<file path="src/hw/dual_z80_bus_pkg.sv">
// Widths, idle bus value and address encodings shared by the dual Z80 glue
// Widths are fixed by the Z80 and the board and are not meant to be changed
package dual_z80_bus_pkg;

    // ------------------------------
    // Bus widths
    // ------------------------------
    localparam int ADDR_W = 16;  // Z80 address bus
    localparam int DATA_W = 8;   // Z80 data bus
    localparam int VA_W   = 12;  // Shared video address, 4K window

    // Pulled-up data bus, seen when nothing drives a read
    localparam logic [DATA_W-1:0] BUS_IDLE = '1;

    // ------------------------------
    // Memory map, top two address bits
    // ------------------------------
    typedef enum logic [1:0] {
        REGION_ROM0 = 2'b00,  // 0000..3FFF
        REGION_ROM1 = 2'b01,  // 4000..7FFF
        REGION_ROM2 = 2'b10,  // 8000..BFFF
        REGION_HIGH = 2'b11   // C000..FFFF, I/O block and video window
    } mem_region_e;

    // ------------------------------
    // Main CPU I/O block C000..C7FF
    // ------------------------------
    // One port per 256 byte page, picked by A10..A8
    typedef enum logic [2:0] {
        PORT_COIN    = 3'd0,  // C000 coin and sound status
        PORT_P1      = 3'd1,  // C100 player 1
        PORT_P2      = 3'd2,  // C200 player 2
        PORT_P1P2    = 3'd3,  // C300 not fitted on the board
        PORT_MCODE   = 3'd4,  // C400 write only
        PORT_DIP1    = 3'd5,  // C500
        PORT_DIP2    = 3'd6,  // C600
        PORT_MAILBOX = 3'd7   // C700 cross NMI mailbox
    } io_port_e;

endpackage

</file>
<file path="src/hw/dual_z80_bus.sv">
// Top of the dual Z80 bus glue, CPU cores and ROMs stay outside
// Wait lines are not handled here, each CPU's strobes are active low
`timescale 1ns/10ps

module dual_z80_bus (
    input  logic                                clk,
    input  logic                                RESETn,
    // Main CPU bus
    input  logic [dual_z80_bus_pkg::ADDR_W-1:0] cpua_addr,
    input  logic                                cpua_mreq_n,
    input  logic                                cpua_rd_n,
    input  logic                                cpua_wr_n,
    input  logic                                cpua_iorq_n,
    input  logic [dual_z80_bus_pkg::DATA_W-1:0] cpua_dout,
    output logic [dual_z80_bus_pkg::DATA_W-1:0] cpua_din,
    output logic                                cpua_ae,
    output logic                                cpua_int_n,
    output logic                                cpua_nmi_n,
    // Sub CPU bus
    input  logic [dual_z80_bus_pkg::ADDR_W-1:0] cpub_addr,
    input  logic                                cpub_mreq_n,
    input  logic                                cpub_rd_n,
    input  logic                                cpub_wr_n,
    input  logic                                cpub_iorq_n,
    input  logic [dual_z80_bus_pkg::DATA_W-1:0] cpub_dout,
    output logic [dual_z80_bus_pkg::DATA_W-1:0] cpub_din,
    output logic                                cpub_be,
    output logic                                cpub_int_n,
    output logic                                cpub_nmi_n,
    // External ROMs
    output dual_z80_bus_pkg::mem_region_e       rom_a_region,
    output dual_z80_bus_pkg::mem_region_e       rom_b_region,
    input  logic [dual_z80_bus_pkg::DATA_W-1:0] rom_a_data,
    input  logic [dual_z80_bus_pkg::DATA_W-1:0] rom_b_data,
    // Inputs and switches
    input  logic [15:0]                         player,
    input  logic [15:0]                         dsw,
    input  logic                                snd_busy,
    // Video side
    input  logic                                vbl,
    input  logic                                a_b,
    input  logic                                wba,
    input  logic                                wbb,
    input  logic                                rla,
    input  logic                                rlb,
    input  logic [dual_z80_bus_pkg::DATA_W-1:0] v_in,
    output logic [dual_z80_bus_pkg::VA_W-1:0]   va,
    output logic [dual_z80_bus_pkg::DATA_W-1:0] v_out
);
    import dual_z80_bus_pkg::*;

    logic [DATA_W-1:0] cpua_bus_dout;  // Registered main write data
    logic [DATA_W-1:0] vin_a;
    logic [DATA_W-1:0] vin_b;
    logic              cpua_mbox_rd;
    logic              cpua_mbox_wr;
    logic              cpub_mbox_rd;
    logic              cpub_mbox_wr;

    main_cpu_decoder u_main_dec (
        .clk          (clk),
        .RESETn       (RESETn),
        .cpua_addr    (cpua_addr),
        .cpua_mreq_n  (cpua_mreq_n),
        .cpua_rd_n    (cpua_rd_n),
        .cpua_wr_n    (cpua_wr_n),
        .cpua_dout    (cpua_dout),
        .rom_a_data   (rom_a_data),
        .player       (player),
        .dsw          (dsw),
        .snd_busy     (snd_busy),
        .vin_a        (vin_a),
        .rom_a_region (rom_a_region),
        .cpua_din     (cpua_din),
        .cpua_bus_dout(cpua_bus_dout),
        .cpua_ae      (cpua_ae),
        .cpua_mbox_rd (cpua_mbox_rd),
        .cpua_mbox_wr (cpua_mbox_wr)
    );

    sub_cpu_decoder u_sub_dec (
        .clk         (clk),
        .RESETn      (RESETn),
        .cpub_addr   (cpub_addr),
        .cpub_mreq_n (cpub_mreq_n),
        .cpub_rd_n   (cpub_rd_n),
        .cpub_wr_n   (cpub_wr_n),
        .rom_b_data  (rom_b_data),
        .vin_b       (vin_b),
        .rom_b_region(rom_b_region),
        .cpub_din    (cpub_din),
        .cpub_be     (cpub_be),
        .cpub_mbox_rd(cpub_mbox_rd),
        .cpub_mbox_wr(cpub_mbox_wr)
    );

    // Interrupts and mailbox NMIs
    irq_control u_irq (
        .clk         (clk),
        .RESETn      (RESETn),
        .vbl         (vbl),
        .cpua_iorq_n (cpua_iorq_n),
        .cpub_iorq_n (cpub_iorq_n),
        .cpua_mbox_rd(cpua_mbox_rd),
        .cpua_mbox_wr(cpua_mbox_wr),
        .cpub_mbox_rd(cpub_mbox_rd),
        .cpub_mbox_wr(cpub_mbox_wr),
        .cpua_int_n  (cpua_int_n),
        .cpub_int_n  (cpub_int_n),
        .cpua_nmi_n  (cpua_nmi_n),
        .cpub_nmi_n  (cpub_nmi_n)
    );

    video_bus_bridge u_bridge (
        .clk          (clk),
        .RESETn       (RESETn),
        .a_b          (a_b),
        .cpua_addr    (cpua_addr),
        .cpub_addr    (cpub_addr),
        .wba          (wba),
        .wbb          (wbb),
        .rla          (rla),
        .rlb          (rlb),
        .cpua_bus_dout(cpua_bus_dout),
        .cpub_dout    (cpub_dout),
        .v_in         (v_in),
        .va           (va),
        .v_out        (v_out),
        .vin_a        (vin_a),
        .vin_b        (vin_b)
    );

endmodule

</file>
<file path="src/hw/irq_control.sv">
// VBL interrupts and cross CPU NMI mailbox, all sampled on clk
// Inputs are taken as synchronous to clk, a clear wins over a set on the same edge
`timescale 1ns/10ps

module irq_control (
    input  logic clk,
    input  logic RESETn,
    input  logic vbl,
    input  logic cpua_iorq_n,
    input  logic cpub_iorq_n,
    input  logic cpua_mbox_rd,
    input  logic cpua_mbox_wr,
    input  logic cpub_mbox_rd,
    input  logic cpub_mbox_wr,
    output logic cpua_int_n,
    output logic cpub_int_n,
    output logic cpua_nmi_n,
    output logic cpub_nmi_n
);
    // Latch slots in the pending vector
    localparam int INT_A = 0;
    localparam int INT_B = 1;
    localparam int NMI_A = 2;
    localparam int NMI_B = 3;

    logic       vbl_q;       // Previous samples for edge detection
    logic       a_rd_q;
    logic       b_rd_q;
    logic       vbl_rise;
    logic       a_rd_end;
    logic       b_rd_end;
    logic [3:0] set_v;
    logic [3:0] clr_v;
    logic [3:0] pend;        // High while the request is outstanding

    // ------------------------------
    // Edge detect
    // ------------------------------
    assign vbl_rise = vbl & ~vbl_q;
    assign a_rd_end = a_rd_q & ~cpua_mbox_rd;  // Main read of C700 just finished
    assign b_rd_end = b_rd_q & ~cpub_mbox_rd;  // Sub read of C000 block just finished

    // ------------------------------
    // Set and clear terms
    // ------------------------------
    assign set_v[INT_A] = vbl_rise;        // Both CPUs get the frame interrupt
    assign set_v[INT_B] = vbl_rise;
    assign set_v[NMI_A] = b_rd_end;        // Sub pokes main
    assign set_v[NMI_B] = a_rd_end;        // Main pokes sub
    assign clr_v[INT_A] = ~cpua_iorq_n;    // Interrupt ack cycle
    assign clr_v[INT_B] = ~cpub_iorq_n;
    assign clr_v[NMI_A] = cpua_mbox_wr;    // Main writes its mailbox to ack
    assign clr_v[NMI_B] = cpub_mbox_wr;

    always_ff @(posedge clk) begin
        if (!RESETn) begin
            vbl_q  <= 1'b0;
            a_rd_q <= 1'b0;
            b_rd_q <= 1'b0;
            pend   <= '0;
        end else begin
            vbl_q  <= vbl;
            a_rd_q <= cpua_mbox_rd;
            b_rd_q <= cpub_mbox_rd;
            pend   <= (pend | set_v) & ~clr_v;  // Clear has priority
        end
    end

    // Active low toward the CPUs
    assign cpua_int_n = ~pend[INT_A];
    assign cpub_int_n = ~pend[INT_B];
    assign cpua_nmi_n = ~pend[NMI_A];
    assign cpub_nmi_n = ~pend[NMI_B];

endmodule

</file>
<file path="src/hw/main_cpu_decoder.sv">
// Main CPU decode with a registered read mux, din lags the address by one clock
// I/O ports are selected on MREQ_n alone, reads of write-only ports return idle
`timescale 1ns/10ps

module main_cpu_decoder (
    input  logic                                clk,
    input  logic                                RESETn,
    input  logic [dual_z80_bus_pkg::ADDR_W-1:0] cpua_addr,
    input  logic                                cpua_mreq_n,
    input  logic                                cpua_rd_n,
    input  logic                                cpua_wr_n,
    input  logic [dual_z80_bus_pkg::DATA_W-1:0] cpua_dout,
    input  logic [dual_z80_bus_pkg::DATA_W-1:0] rom_a_data,
    input  logic [15:0]                         player,
    input  logic [15:0]                         dsw,
    input  logic                                snd_busy,
    input  logic [dual_z80_bus_pkg::DATA_W-1:0] vin_a,
    output dual_z80_bus_pkg::mem_region_e       rom_a_region,
    output logic [dual_z80_bus_pkg::DATA_W-1:0] cpua_din,
    output logic [dual_z80_bus_pkg::DATA_W-1:0] cpua_bus_dout,
    output logic                                cpua_ae,
    output logic                                cpua_mbox_rd,
    output logic                                cpua_mbox_wr
);
    import dual_z80_bus_pkg::*;

    logic              high_sel;  // C000..FFFF
    logic              io_blk;    // A13..A11 zero, the C000..C7FF block
    logic              io_sel;
    logic              mbox_sel;
    logic              vid_rd;    // Read of the shared video window
    io_port_e          io_port;
    logic [DATA_W-1:0] rd_byte;

    // ------------------------------
    // Address decode
    // ------------------------------
    assign rom_a_region = mem_region_e'(cpua_addr[15:14]);
    assign high_sel     = (rom_a_region == REGION_HIGH);
    assign io_blk       = (cpua_addr[13:11] == 3'b000);
    assign io_port      = io_port_e'(cpua_addr[10:8]);

    assign io_sel   = ~cpua_mreq_n & high_sel & io_blk;
    assign mbox_sel = io_sel & (io_port == PORT_MAILBOX);
    assign cpua_ae  = ~cpua_mreq_n & high_sel & ~io_blk;   // C800..FFFF
    assign vid_rd   = ~cpua_rd_n & high_sel & ~io_blk;     // No MREQ_n term, as on the board

    assign cpua_mbox_rd = mbox_sel & ~cpua_rd_n;  // Triggers sub CPU NMI on its end
    assign cpua_mbox_wr = mbox_sel & ~cpua_wr_n;  // Acks own NMI

    // ------------------------------
    // Read byte select
    // ------------------------------
    always_comb begin
        rd_byte = BUS_IDLE;
        if (!cpua_mreq_n && !high_sel) begin
            rd_byte = rom_a_data;
        end else if (io_sel) begin
            case (io_port)
                PORT_COIN: rd_byte = {2'b11, snd_busy, 1'b1,
                                      player[1], player[9], 1'b1, player[0]};
                // Both players share one input word on this board
                PORT_P1, PORT_P2: rd_byte = {1'b1, player[3], player[2], player[4],
                                             player[11], player[10], player[12], player[13]};
                PORT_DIP1: rd_byte = dsw[7:0];
                PORT_DIP2: rd_byte = dsw[15:8];
                default:   rd_byte = BUS_IDLE;  // P1P2, MCODE and mailbox
            endcase
        end else if (vid_rd) begin
            rd_byte = vin_a;
        end
    end

    always_ff @(posedge clk) begin
        if (!RESETn) begin
            cpua_din      <= BUS_IDLE;
            cpua_bus_dout <= BUS_IDLE;
        end else begin
            cpua_din <= rd_byte;
            // Write data toward the video bus, only for the high region
            if (!cpua_mreq_n && high_sel) begin
                cpua_bus_dout <= cpua_dout;
            end else begin
                cpua_bus_dout <= BUS_IDLE;
            end
        end
    end

endmodule

</file>
<file path="src/hw/sub_cpu_decoder.sv">
// Sub CPU decode and registered read mux, din lags the address by one clock
// ROM data is returned for any address below C000, MREQ_n is not checked there
`timescale 1ns/10ps

module sub_cpu_decoder (
    input  logic                                clk,
    input  logic                                RESETn,
    input  logic [dual_z80_bus_pkg::ADDR_W-1:0] cpub_addr,
    input  logic                                cpub_mreq_n,
    input  logic                                cpub_rd_n,
    input  logic                                cpub_wr_n,
    input  logic [dual_z80_bus_pkg::DATA_W-1:0] rom_b_data,
    input  logic [dual_z80_bus_pkg::DATA_W-1:0] vin_b,
    output dual_z80_bus_pkg::mem_region_e       rom_b_region,
    output logic [dual_z80_bus_pkg::DATA_W-1:0] cpub_din,
    output logic                                cpub_be,
    output logic                                cpub_mbox_rd,
    output logic                                cpub_mbox_wr
);
    import dual_z80_bus_pkg::*;

    logic              high_sel;  // C000..FFFF
    logic              mbox_blk;  // C000..C7FF, the whole block is the mailbox
    logic              mbox_sel;
    logic              vid_rd;
    logic [DATA_W-1:0] rd_byte;

    // ------------------------------
    // Address decode
    // ------------------------------
    assign rom_b_region = mem_region_e'(cpub_addr[15:14]);
    assign high_sel     = (rom_b_region == REGION_HIGH);
    assign mbox_blk     = (cpub_addr[13:11] == 3'b000);

    assign mbox_sel = ~cpub_mreq_n & high_sel & mbox_blk;
    assign cpub_be  = ~cpub_mreq_n & high_sel & ~mbox_blk;  // C800..FFFF
    assign vid_rd   = ~cpub_rd_n & high_sel & ~mbox_blk;

    assign cpub_mbox_rd = mbox_sel & ~cpub_rd_n;  // Triggers main CPU NMI on its end
    assign cpub_mbox_wr = mbox_sel & ~cpub_wr_n;  // Acks own NMI

    // First match wins
    always_comb begin
        if (!high_sel) begin
            rd_byte = rom_b_data;
        end else if (cpub_mbox_rd) begin
            rd_byte = BUS_IDLE;  // Mailbox has no data, only the strobe
        end else if (vid_rd) begin
            rd_byte = vin_b;
        end else begin
            rd_byte = BUS_IDLE;
        end
    end

    always_ff @(posedge clk) begin
        if (!RESETn) begin
            cpub_din <= BUS_IDLE;
        end else begin
            cpub_din <= rd_byte;
        end
    end

endmodule

</file>
<file path="src/hw/video_bus_bridge.sv">
// Shared video bus between the two CPUs, a_b picks whose address drives va
// Bus arbitration itself (a_b, wba, wbb, rla, rlb) comes from the video timing outside
`timescale 1ns/10ps

module video_bus_bridge (
    input  logic                                clk,
    input  logic                                RESETn,
    input  logic                                a_b,
    input  logic [dual_z80_bus_pkg::ADDR_W-1:0] cpua_addr,
    input  logic [dual_z80_bus_pkg::ADDR_W-1:0] cpub_addr,
    input  logic                                wba,
    input  logic                                wbb,
    input  logic                                rla,
    input  logic                                rlb,
    input  logic [dual_z80_bus_pkg::DATA_W-1:0] cpua_bus_dout,
    input  logic [dual_z80_bus_pkg::DATA_W-1:0] cpub_dout,
    input  logic [dual_z80_bus_pkg::DATA_W-1:0] v_in,
    output logic [dual_z80_bus_pkg::VA_W-1:0]   va,
    output logic [dual_z80_bus_pkg::DATA_W-1:0] v_out,
    output logic [dual_z80_bus_pkg::DATA_W-1:0] vin_a,
    output logic [dual_z80_bus_pkg::DATA_W-1:0] vin_b
);
    import dual_z80_bus_pkg::*;

    // ------------------------------
    // Address mux
    // ------------------------------
    // High selects the sub CPU
    assign va = a_b ? cpub_addr[VA_W-1:0] : cpua_addr[VA_W-1:0];

    // ------------------------------
    // Write data select
    // ------------------------------
    // Main CPU has priority when both write buffers are enabled
    always_comb begin
        if (!wba) begin
            v_out = cpua_bus_dout;  // Already registered in the main decoder
        end else if (!wbb) begin
            v_out = cpub_dout;
        end else begin
            v_out = BUS_IDLE;
        end
    end

    // ------------------------------
    // Read latches
    // ------------------------------
    // Clocked stand-ins for the board's transparent latches
    always_ff @(posedge clk) begin
        if (!RESETn) begin
            vin_a <= '0;
            vin_b <= '0;
        end else begin
            if (rla) begin
                vin_a <= v_in;
            end
            if (rlb) begin
                vin_b <= v_in;
            end
        end
    end

endmodule

</file>
<file path="config.mk">
export PLATFORM = sky130hd
export DESIGN_NAME = dual_z80_bus
export DESIGN_NICKNAME = d
export VERILOG_FILES = /design/src/hw/dual_z80_bus_pkg.sv /design/src/hw/dual_z80_bus.sv /design/src/hw/irq_control.sv /design/src/hw/main_cpu_decoder.sv /design/src/hw/sub_cpu_decoder.sv /design/src/hw/video_bus_bridge.sv
export SDC_FILE = /design/constraint.sdc
export NUM_CORES = 1
export LEC_CHECK = 0
export BUFFER_PORTS_ARGS = -buffer_cell sky130_fd_sc_hd__buf_2
export CELL_PAD_IN_SITES_DETAIL_PLACEMENT = 0
export CELL_PAD_IN_SITES_GLOBAL_PLACEMENT = 2
export CORE_UTILIZATION = 19
export CTS_CLUSTER_SIZE = 16
export DETAILED_ROUTE_END_ITERATION = 8
export PLACE_DENSITY_LB_ADDON = 0.1
export SYNTH_ARGS = -nofsm -noshare
export SYNTH_HDL_FRONTEND = slang
export SYNTH_SLANG_ARGS = --single-unit
</file>
<file path="constraint.sdc">
create_clock -name clk -period 1.3 [get_ports clk]
set_clock_uncertainty 0.15 [all_clocks]
set_input_delay 0.195 -clock clk [delete_from_list [all_inputs] [get_ports clk]]
set_output_delay 0.195 -clock clk [all_outputs]
set_load 0.02 [all_outputs]
</file>
==> results.json <==
{
  "htree_levels": 2,
  "hold_violations": 0,
  "clockBufferDepth": 2,
  "fillerInstances": 1214,
  "grt_usage_pct": 12.70,
  "final_core_util_pct": 34.26,
  "io_pins": 167,
  "vias": 2415,
  "crit_path_end_kind": "output pin",
  "grt_first_pass_wirelength_mm": 12.35,
  "use_met3_pct": 2.898,
  "clock-sinks": 47,
  "power_mw": 4.027,
  "cts_tree": "built",
  "via_per_inst": 4.135,
  "final_cell_mix": "buf_2, dfxtp_1, dlygate4sd3_1",
  "outcome": "finished with violations",
  "cp_top_family": "flip-flops",
  "path_buf_inv": 1,
  "tightest_slew_ns": 0.4226,
  "final_cells": 584,
  "hold_ws_ns": 0.02370,
  "design_area_mm2": 0.003945,
  "yosys_register_bits": 47,
  "port_buffers": 160,
  "dieArea_mm2": 0.01233,
  "syn_nets": 364,
  "p_leak_nw": 1.816,
  "ant_nets": 0,
  "root_buffer": "clkbuf_16",
  "final_max_slew_viol_count": 0,
  "diodes": 0,
  "cp_slowest_stage_delay_ns": 0.30,
  "setup_ws_ns": 0.03491,
  "insertion_delay_ns": 0.28,
  "first_pass_iters": 6,
  "initial_core_util_pct": 19.62,
  "placement.cell_area_mm2": 0.003326,
  "finalCritPeriodShare_pct": 97.31,
  "antenna_found_initial": 0,
  "die_w_um": 111.1,
  "grt_setup_unrepaired": "yes",
  "global_route.usage.met2_pct": 22.26,
  "drt_iter0_markers": 86,
  "hp-class": "in2reg",
  "grt_remaining_overflow": 0,
  "die_y_um": 111.1,
  "final_common_cell": "buf_2",
  "gp_congestion": 0.7590,
  "min_path_cells": 3,
  "syn2layout_area_growth_pct": 74.58,
  "reg2reg_depth": 2,
  "tns_ns": 0,
  "syn_area_mm2": 0.002260,
  "place_ws_ns": -0.3109,
  "synth_cell_types": 41,
  "use_met1_pct": 15.52,
  "final_nets": 561,
  "ys.warnings.count": 0,
  "grt_start_max_net_pins": 25,
  "cp.depth": 2,
  "cpMaxStageDelayCell": "dfxtp_1",
  "drive_gt1_share_pct": 52.83,
  "fmax_ghz": 0.7905,
  "dp_hpwl_mm": 6.135,
  "syn_inst": 243,
  "clk_pin_slew_ns": 0.07,
  "cts_buffers": 5,
  "dpl.cell_count": 549,
  "fp.coreArea_mm2": 0.01152,
  "drc_errors": 14,
  "critical_path_class": "reg2out",
  "cp.arrival_ns": 0.92,
  "start_kind": "flop",
  "path_cells": "o22a_1 > buf_2",
  "fp-row-count": 39,
  "wl_mm": 7.627,
  "avgRoutedWirePerCell_um": 13.06,
  "max-slew-margin-rel_pct": 71.77,
  "syn_avg_cell_area_um2": 9.299,
  "worstPathRequired_ns": 0.95,
  "grt_busiest_layer": "met2",
  "violations": "DRC",
  "ir_worst_vdd_mv": 0.4794,
  "maxCapViolations": 0,
  "setup_viol": 0,
  "min_period_ns": 1.265,
  "yosysSeqAreaShare_pct": 41.64,
  "grt_pass1_vias": 2532,
  "power_density_mw_per_mm2": 1021,
  "crit_path_max_fanout": 1
}
==> state kept, by name, summed over array words and instances (netlist names) <==
name                      cells
u_main_dec.cpua_din           8
u_main_dec.cpua_bus_dout      8
u_irq.b_rd_q                  1
u_bridge.vin_b                8
u_irq.vbl_q                   1
u_bridge.vin_a                8
u_irq.a_rd_q                  1
u_irq.pend                    4
u_sub_dec.cpub_din            8
==> final cells by class <==
cell class,count,area [um2],area share (%)
flip-flops and latches,47,943.4,23.91
clock buffers,6,128.9,3.267
repair buffers,209,1303,33.02
inverters,6,22.52,0.5709
well taps,143,178.9,4.535
multi-input cells,171,1309,33.17
clock inverters,2,60.06,1.522
==> worst reg2reg max path, cell delays in order, from the launching register on <==
cell	delay (ns)
dfxtp_1	0.34
nor2_1	0.05
o31ai_1	0.20
==> synth_stat cells, drive strengths merged <==
master | n | area share, %
a2111oi | 4 | 2.7
a211oi | 2 | 0.66
a21oi | 13 | 2.9
a22o | 2 | 0.78
a2bb2oi | 1 | 0.39
and2 | 2 | 0.55
and2b | 1 | 0.33
and3b | 1 | 0.39
buf | 13 | 3.6
clkbuf | 6 | 1.0
clkinv | 1 | 0.17
dfxtp | 47 | 42
inv | 5 | 0.83
mux2 | 12 | 6.0
mux2i | 17 | 7.5
nand2 | 17 | 2.9
nand2b | 2 | 0.55
nand3 | 1 | 0.22
nand3b | 1 | 0.33
nor2 | 27 | 4.8
nor2b | 8 | 2.7
nor3 | 5 | 1.6
nor3b | 4 | 1.6
nor4 | 1 | 0.28
o211a | 2 | 0.89
o211ai | 1 | 0.55
o21ai | 8 | 1.8
o22a | 11 | 4.3
o22ai | 10 | 2.8
o31ai | 8 | 2.7
or2 | 8 | 2.2
or3 | 2 | 0.55
==> logic make-up (layout without fill, tap and decap cells) <==
logic type      count (synthesis)  count (layout)  synth area share [%]
compound gates                 62              62                 20.27
flops                          47              47                 41.64
mux                            29              29                 13.51
simple gates                   80              80                 18.99
buf+inv                        25             223                 5.592
==> power by group <==
part	internal (mW)	switching (mW)	leakage [nW]	total, mW
Clock	1.10	0.522	0.0911	1.62
Sequential	1.51	0.0280	0.386	1.54
Combinational	0.439	0.424	1.34	0.863
==> routing by layer <==
layer,share of wire [%],wire length [um]
met5,0,0
met2,47,3550
met4,0.71,54
met3,6.8,519
met1,46,3502
==> final timing paths <==
check / startpoint / endpoint / slack, ns
worst max register to register: u_bridge.vin_a[5] / u_main_dec.cpua_din[5] / 0.47
worst min register to register: u_irq.pend[3] / u_irq.pend[3] / 0.30
worst max-delay path: u_main_dec.cpua_bus_dout[7] / v_out[7] / 0.03
worst min-delay path: v_in[6] / u_bridge.vin_a[6] / 0.02
==> timing repair <==
action | in CTS | in global routing
pin swaps | 1 | 4
resized for setup | 9 | 26
hold buffers | 27 | 0
endpoints found under the setup margin | 15 | 20
buffers inserted | 0 | 1
hold endpoints to repair | 27 | 0
Note: power is estimated with default switching activity, not from simulation.
